==> src/include/mem_bus_consts.svh <==
`ifndef MEM_BUS_CONSTS_SVH
`define MEM_BUS_CONSTS_SVH

// masters sharing the memory
`define MB_N_MASTERS 3

// 256 words of 32 bits
`define MB_ADDR_W 8
`define MB_DATA_W 32

`define MB_WAIT_STATES 2 // default access phase wait cycles

`endif

==> src/rtl/mem_bus_pkg.sv <==
`default_nettype none

`include "mem_bus_consts.svh"

package mem_bus_pkg;

    // one bit per master, used for request and grant
    typedef logic [`MB_N_MASTERS-1:0] master_vec_t;

    typedef logic [`MB_ADDR_W-1:0] addr_t; // word address
    typedef logic [`MB_DATA_W-1:0] data_t;

    typedef enum logic {
        READY,
        BUSY
    } arb_state_t;

endpackage

`default_nettype wire

==> src/rtl/apb_if.sv <==
`timescale 1ns/1ps
`default_nettype none

interface apb_if;

    mem_bus_pkg::addr_t paddr;
    logic               psel;
    logic               penable;
    logic               pwrite;
    mem_bus_pkg::data_t pwdata;
    mem_bus_pkg::data_t prdata;
    logic               pready;

    modport requester (
        output paddr, psel, penable, pwrite, pwdata,
        input  prdata, pready
    );

    modport completer (
        input  paddr, psel, penable, pwrite, pwdata,
        output prdata, pready
    );

endinterface

`default_nettype wire

==> src/rtl/port_bridge.sv <==
`timescale 1ns/1ps
`default_nettype none

module port_bridge (
    input  wire                     clk,
    input  wire                     reset,
    input  wire                     psel,
    input  wire                     penable,
    input  wire                     pwrite,
    input  wire mem_bus_pkg::addr_t paddr,
    input  wire mem_bus_pkg::data_t pwdata,
    output mem_bus_pkg::data_t      prdata,
    output logic                    pready,
    output logic                    req,
    input  wire                     grant,
    apb_if.requester                bus
);

    typedef enum logic [2:0] {IDLE, WAIT_GRANT, SETUP, ACCESS, DONE} state_t;

    state_t             state;
    logic               start;
    logic               finish;
    logic               write_q;
    mem_bus_pkg::addr_t addr_q;
    mem_bus_pkg::data_t wdata_q;
    mem_bus_pkg::data_t rdata_q;

    assign start  = (state == IDLE) && psel && !penable; // external setup phase
    assign finish = (state == ACCESS) && bus.pready;

    always_ff @(posedge clk or posedge reset) begin
        if (reset) begin
            state <= IDLE;
            req   <= 1'b0;
        end else begin
            case (state)
                IDLE: begin
                    if (start) begin
                        state <= WAIT_GRANT;
                        req   <= 1'b1;
                    end
                end
                WAIT_GRANT: begin
                    if (grant) state <= SETUP;
                end
                SETUP: state <= ACCESS;
                ACCESS: begin
                    if (finish) begin
                        state <= DONE;
                        req   <= 1'b0;
                    end
                end
                default: state <= IDLE; // DONE lasts one cycle
            endcase
        end
    end

    always_ff @(posedge clk) begin
        if (start) begin
            write_q <= pwrite;
            addr_q  <= paddr;
            wdata_q <= pwdata;
        end
        if (finish) rdata_q <= bus.prdata;
    end

    assign bus.psel    = (state == SETUP) || (state == ACCESS);
    assign bus.penable = (state == ACCESS);
    assign bus.pwrite  = write_q;
    assign bus.paddr   = addr_q;
    assign bus.pwdata  = wdata_q;

    assign prdata = rdata_q;
    assign pready = (state == DONE);

endmodule

`default_nettype wire

==> src/flat_wrapper.sv <==
// flat-port wrapper written by rule: the top's interface ports become plain ports
module port_bridge_flat 
  (clk, reset, psel, penable, pwrite, paddr, pwdata, prdata, pready, req, grant, bus_paddr, bus_psel, bus_penable, bus_pwrite, bus_pwdata, bus_prdata, bus_pready);
  apb_if bus_i ();
  input  wire clk;
  input  wire reset;
  input  wire psel;
  input  wire penable;
  input  wire pwrite;
  input  wire mem_bus_pkg::addr_t paddr;
  input  wire mem_bus_pkg::data_t pwdata;
  output mem_bus_pkg::data_t prdata;
  output logic pready;
  output logic req;
  input  wire grant;
  output wire logic [$bits(bus_i.paddr)-1:0] bus_paddr;
  output wire logic [$bits(bus_i.psel)-1:0] bus_psel;
  output wire logic [$bits(bus_i.penable)-1:0] bus_penable;
  output wire logic [$bits(bus_i.pwrite)-1:0] bus_pwrite;
  output wire logic [$bits(bus_i.pwdata)-1:0] bus_pwdata;
  input wire logic [$bits(bus_i.prdata)-1:0] bus_prdata;
  input wire logic [$bits(bus_i.pready)-1:0] bus_pready;
  assign bus_paddr = bus_i.paddr;
  assign bus_psel = bus_i.psel;
  assign bus_penable = bus_i.penable;
  assign bus_pwrite = bus_i.pwrite;
  assign bus_pwdata = bus_i.pwdata;
  assign bus_i.prdata = bus_prdata;
  assign bus_i.pready = bus_pready;
  port_bridge u_core (.clk(clk), .reset(reset), .psel(psel), .penable(penable), .pwrite(pwrite), .paddr(paddr), .pwdata(pwdata), .prdata(prdata), .pready(pready), .req(req), .grant(grant), .bus(bus_i));
endmodule
==> config.mk <==
export PLATFORM = sky130hd
export DESIGN_NAME = port_bridge_flat
export DESIGN_NICKNAME = d
export VERILOG_FILES = /design/src/rtl/mem_bus_pkg.sv /design/src/rtl/apb_if.sv /design/src/rtl/port_bridge.sv /design/src/flat_wrapper.sv
export VERILOG_INCLUDE_DIRS = /design/src /design/src/include
export SDC_FILE = /design/constraint.sdc
export NUM_CORES = 1
export LEC_CHECK = 0
export ABC_CLOCK_PERIOD_IN_PS = 5610
export BUFFER_PORTS_ARGS = -buffer_cell sky130_fd_sc_hd__clkbuf_2
export CELL_PAD_IN_SITES_DETAIL_PLACEMENT = 0
export CELL_PAD_IN_SITES_GLOBAL_PLACEMENT = 1
export CORE_MARGIN = 3
export CORE_UTILIZATION = 33
export DETAILED_ROUTE_END_ITERATION = 12
export GPL_ROUTABILITY_DRIVEN = 0
export HOLD_SLACK_MARGIN = 0.12
export PLACE_DENSITY = 0.83
export SYNTH_ARGS = -nofsm -noshare
export SYNTH_HDL_FRONTEND = slang
export SYNTH_SLANG_ARGS = --single-unit
==> constraint.sdc <==
create_clock -name clk -period 5.61 [get_ports clk]
set_clock_uncertainty 0.05 [all_clocks]
set_input_delay 0 -clock clk [delete_from_list [all_inputs] [get_ports clk]]
set_output_delay 0 -clock clk [all_outputs]
set_load 0.03 [all_outputs]
==> flow_metrics.tcl <==
set metrics [dict create \
    critPathLaunchType "flip-flop" \
    initial_core_util_pct 34.80 \
    required_ns 5.81 \
    drv_slew 0 \
    cts_tree "yes" \
    die-area_sq_um 8429 \
    cp_max_fo 9 \
    yosysWarnings 0 \
    wl_per_cell_um 15.31 \
    timing.final.ws_setup_ns 3.675 \
    pwr_density_cell_nw_per_um2 359.2 \
    clockBufferDepth 2 \
    die_x_um 91.81 \
    muxShareOfSynthArea_pct 0.4634 \
    p_leak_nw 1.870 \
    hp-start "pwdata[21]" \
    htreeDepth 3 \
    synth_cell_types 17 \
    cts_made_buffers 9 \
    root_buffer "clkbuf_8" \
    critPathCaptureType "flip-flop" \
    hold_viol_final 0 \
    layout-drive-gt1-share_pct 50.43 \
    final_common_cell "clkbuf_2" \
    netlist_instances 96 \
    setup_viol 0 \
    worstPathCellList "or4b_1 > dlygate4sd3_1 > a211oi_2" \
    wl_met1_mm 2.590 \
    final_cell_count_no_fill 446 \
    final-seq-area_sq_um 2292 \
    clkTransAtPathRegs_ns 0.08 \
    cts.sinks 77 \
    nNetsFinal 423 \
    synthAdderAreaFrac_pct 0 \
    highest_layer "met4" \
    areaGrowthSynthToFinish_pct 80.18 \
    num_io_pins 156 \
    dr.pass1.iters 4 \
    vias 1897 \
    synth-simple-area-share_pct 3.244 \
    path_class "flip-flop to flip-flop" \
    die_y_um 91.81 \
    fmax_mhz 516.7 \
    pre_cts_slack_ns 3.983 \
    tns_ns 0 \
    synth-seq-area-share_pct 94.34 \
    dp.cells 348 \
    cpPeakStageDelay_ns 0.59 \
    gr-total-overflow 0 \
    max_cap_violations 0 \
    final_core_util_pct 62.71 \
    fill_cells 505 \
    relSlewSlack_pct 66.86 \
    whs_ns 0.3216 \
    antenna_left 0 \
    met2RoutedLength_mm 3.402 \
    grt_max_degree 42 \
    routed_wl_mm 6.827 \
    route.met3.wl_um 746 \
    grt_pass1_vias 2088 \
    final_area_sq_um 4378 \
    multi_input_area_sq_um 132.6 \
    p_total_mw 1.572 \
    crit_start "u_core.state[1]" \
    cp_slowest_cell "dlygate4sd3_1" \
    syn_avg_cell_area_sq_um 25.31 \
    core_area_sq_um 6982 \
    drt-initial-drc-count 41 \
    synth_xor_area_share_pct 0 \
    fin_crit_ns 1.935 \
    cpLargestDelayFamily "buffers and inverters" \
    place_area_sq_um 3343 \
    row_count 30 \
    cp_num_buf_inv 1 \
    most-common-layout-cells "clkbuf_2 (155), dlygate4sd3_1 (81), edfxtp_1 (73), clkbuf_8 (9), dfrtp_1 (4)" \
    mappedNetlistArea_sq_um 2430 \
    outcome "finished clean" \
    grt_pass1_wl_mm 10.51 \
    drcViolationCount 0 \
    cp_data_arrival_time_ns 2.14 \
    io_buffers 155 \
    hp-class "input pin to flip-flop" \
    rsz0062_at_grt "false" \
    synth_fp_nets 175 \
    clock_latency_ns 0.33 \
    fin_crit_sh_pct 34.50 \
    ir_drop_mv 0.1566 \
    worstMarginPinSlew_ns 0.4971 \
    post_drt_via_cell_ratio 4.253 \
    ys_ff_latch 77 \
    synth_top_family_by_area "simple AND/OR/NAND/NOR gates" \
    grt_util_all_layers_pct 16.43 \
    antenna_found_initial 0 \
    synth_compound_area_share_pct 1.493 \
    r2r-start "u_core.state[1]" \
]
cell usage after synthesis:
| master | count | share of area, % |
|---|---|---|
| a21bo_2 | 1 | 0.41 |
| edfxtp_1 | 73 | 90 |
| dfrtp_1 | 4 | 4.1 |
| nand2b_1 | 1 | 0.26 |
| nor4_1 | 1 | 0.26 |
| nand3b_1 | 1 | 0.31 |
| a211oi_2 | 1 | 0.51 |
| inv_1 | 2 | 0.31 |
| and4b_1 | 2 | 0.82 |
| and2_1 | 2 | 0.51 |
| or4b_1 | 1 | 0.41 |
| nor2_1 | 1 | 0.15 |
| a21oi_1 | 1 | 0.21 |
| clkbuf_1 | 1 | 0.15 |
| a221oi_1 | 1 | 0.36 |
| mux2_2 | 1 | 0.46 |
| nor2b_1 | 2 | 0.51 |
layer usage:
metal  vias up  global-route usage (%)
li1        881                       -
met1       866                   17.78
met2       140                   28.55
met3        10                   7.055
met4         0                   6.064
met5         -                       0
what timing repair did:
| item | CTS | global route |
|---|---|---|
| setup buffers | 0 | 0 |
| endpoints found under the hold margin | 81 | 0 |
| gates resized for setup | 0 | 0 |
| hold buffers | 81 | 0 |
state kept, by name (all words and copies together), names as in the netlist:
name	flops
u_core.prdata	32
u_core.bus.pwdata	32
u_core.state	3
u_core.bus.paddr	8
u_core.bus.pwrite	1
u_core.req	1
final timing paths:
| kind | end | slack, ns | cells after the start |
|---|---|---|---|
| max | u_core.req | 3.67 | 3 |
| min | u_core.bus.pwdata[21] | 0.32 | 2 |
| max reg2reg | u_core.req | 3.67 | 3 |
| min reg2reg | u_core.req | 0.51 | 2 |
| max in group asynchronous | u_core.state[2] | 4.77 | 4 |
| min in group asynchronous | u_core.state[0] | 0.58 | 4 |
power breakdown:
part	internal (mW)	switching, mW
clock	0.255	0.203
combinational	0.131	0.228
sequential	0.718	0.0377
area by class of cell:
cell class,count,share of cell area [%]
flip-flops and latches,77,52.36
repair buffers,238,36.58
multi-input cells,16,3.029
clock buffers,10,2.915
well taps,96,2.744
clock inverters,6,2.143
inverters,2,0.1715
diodes,1,0.05716
worst register-to-register path, stage by stage, from the launching register on:
cell and delay (ns):
dfrtp_1 0.46, or4b_1 0.55, dlygate4sd3_1 0.59, a211oi_2 0.21
kinds of logic after synthesis:
logic type / count (synthesis)
AOI/OAI and AO/OA: 4
buffers and inverters: 3
and+or+nand+nor: 11
DFF: 77
muxes: 1
No activity file was read; power rests on OpenSTA's default activity.
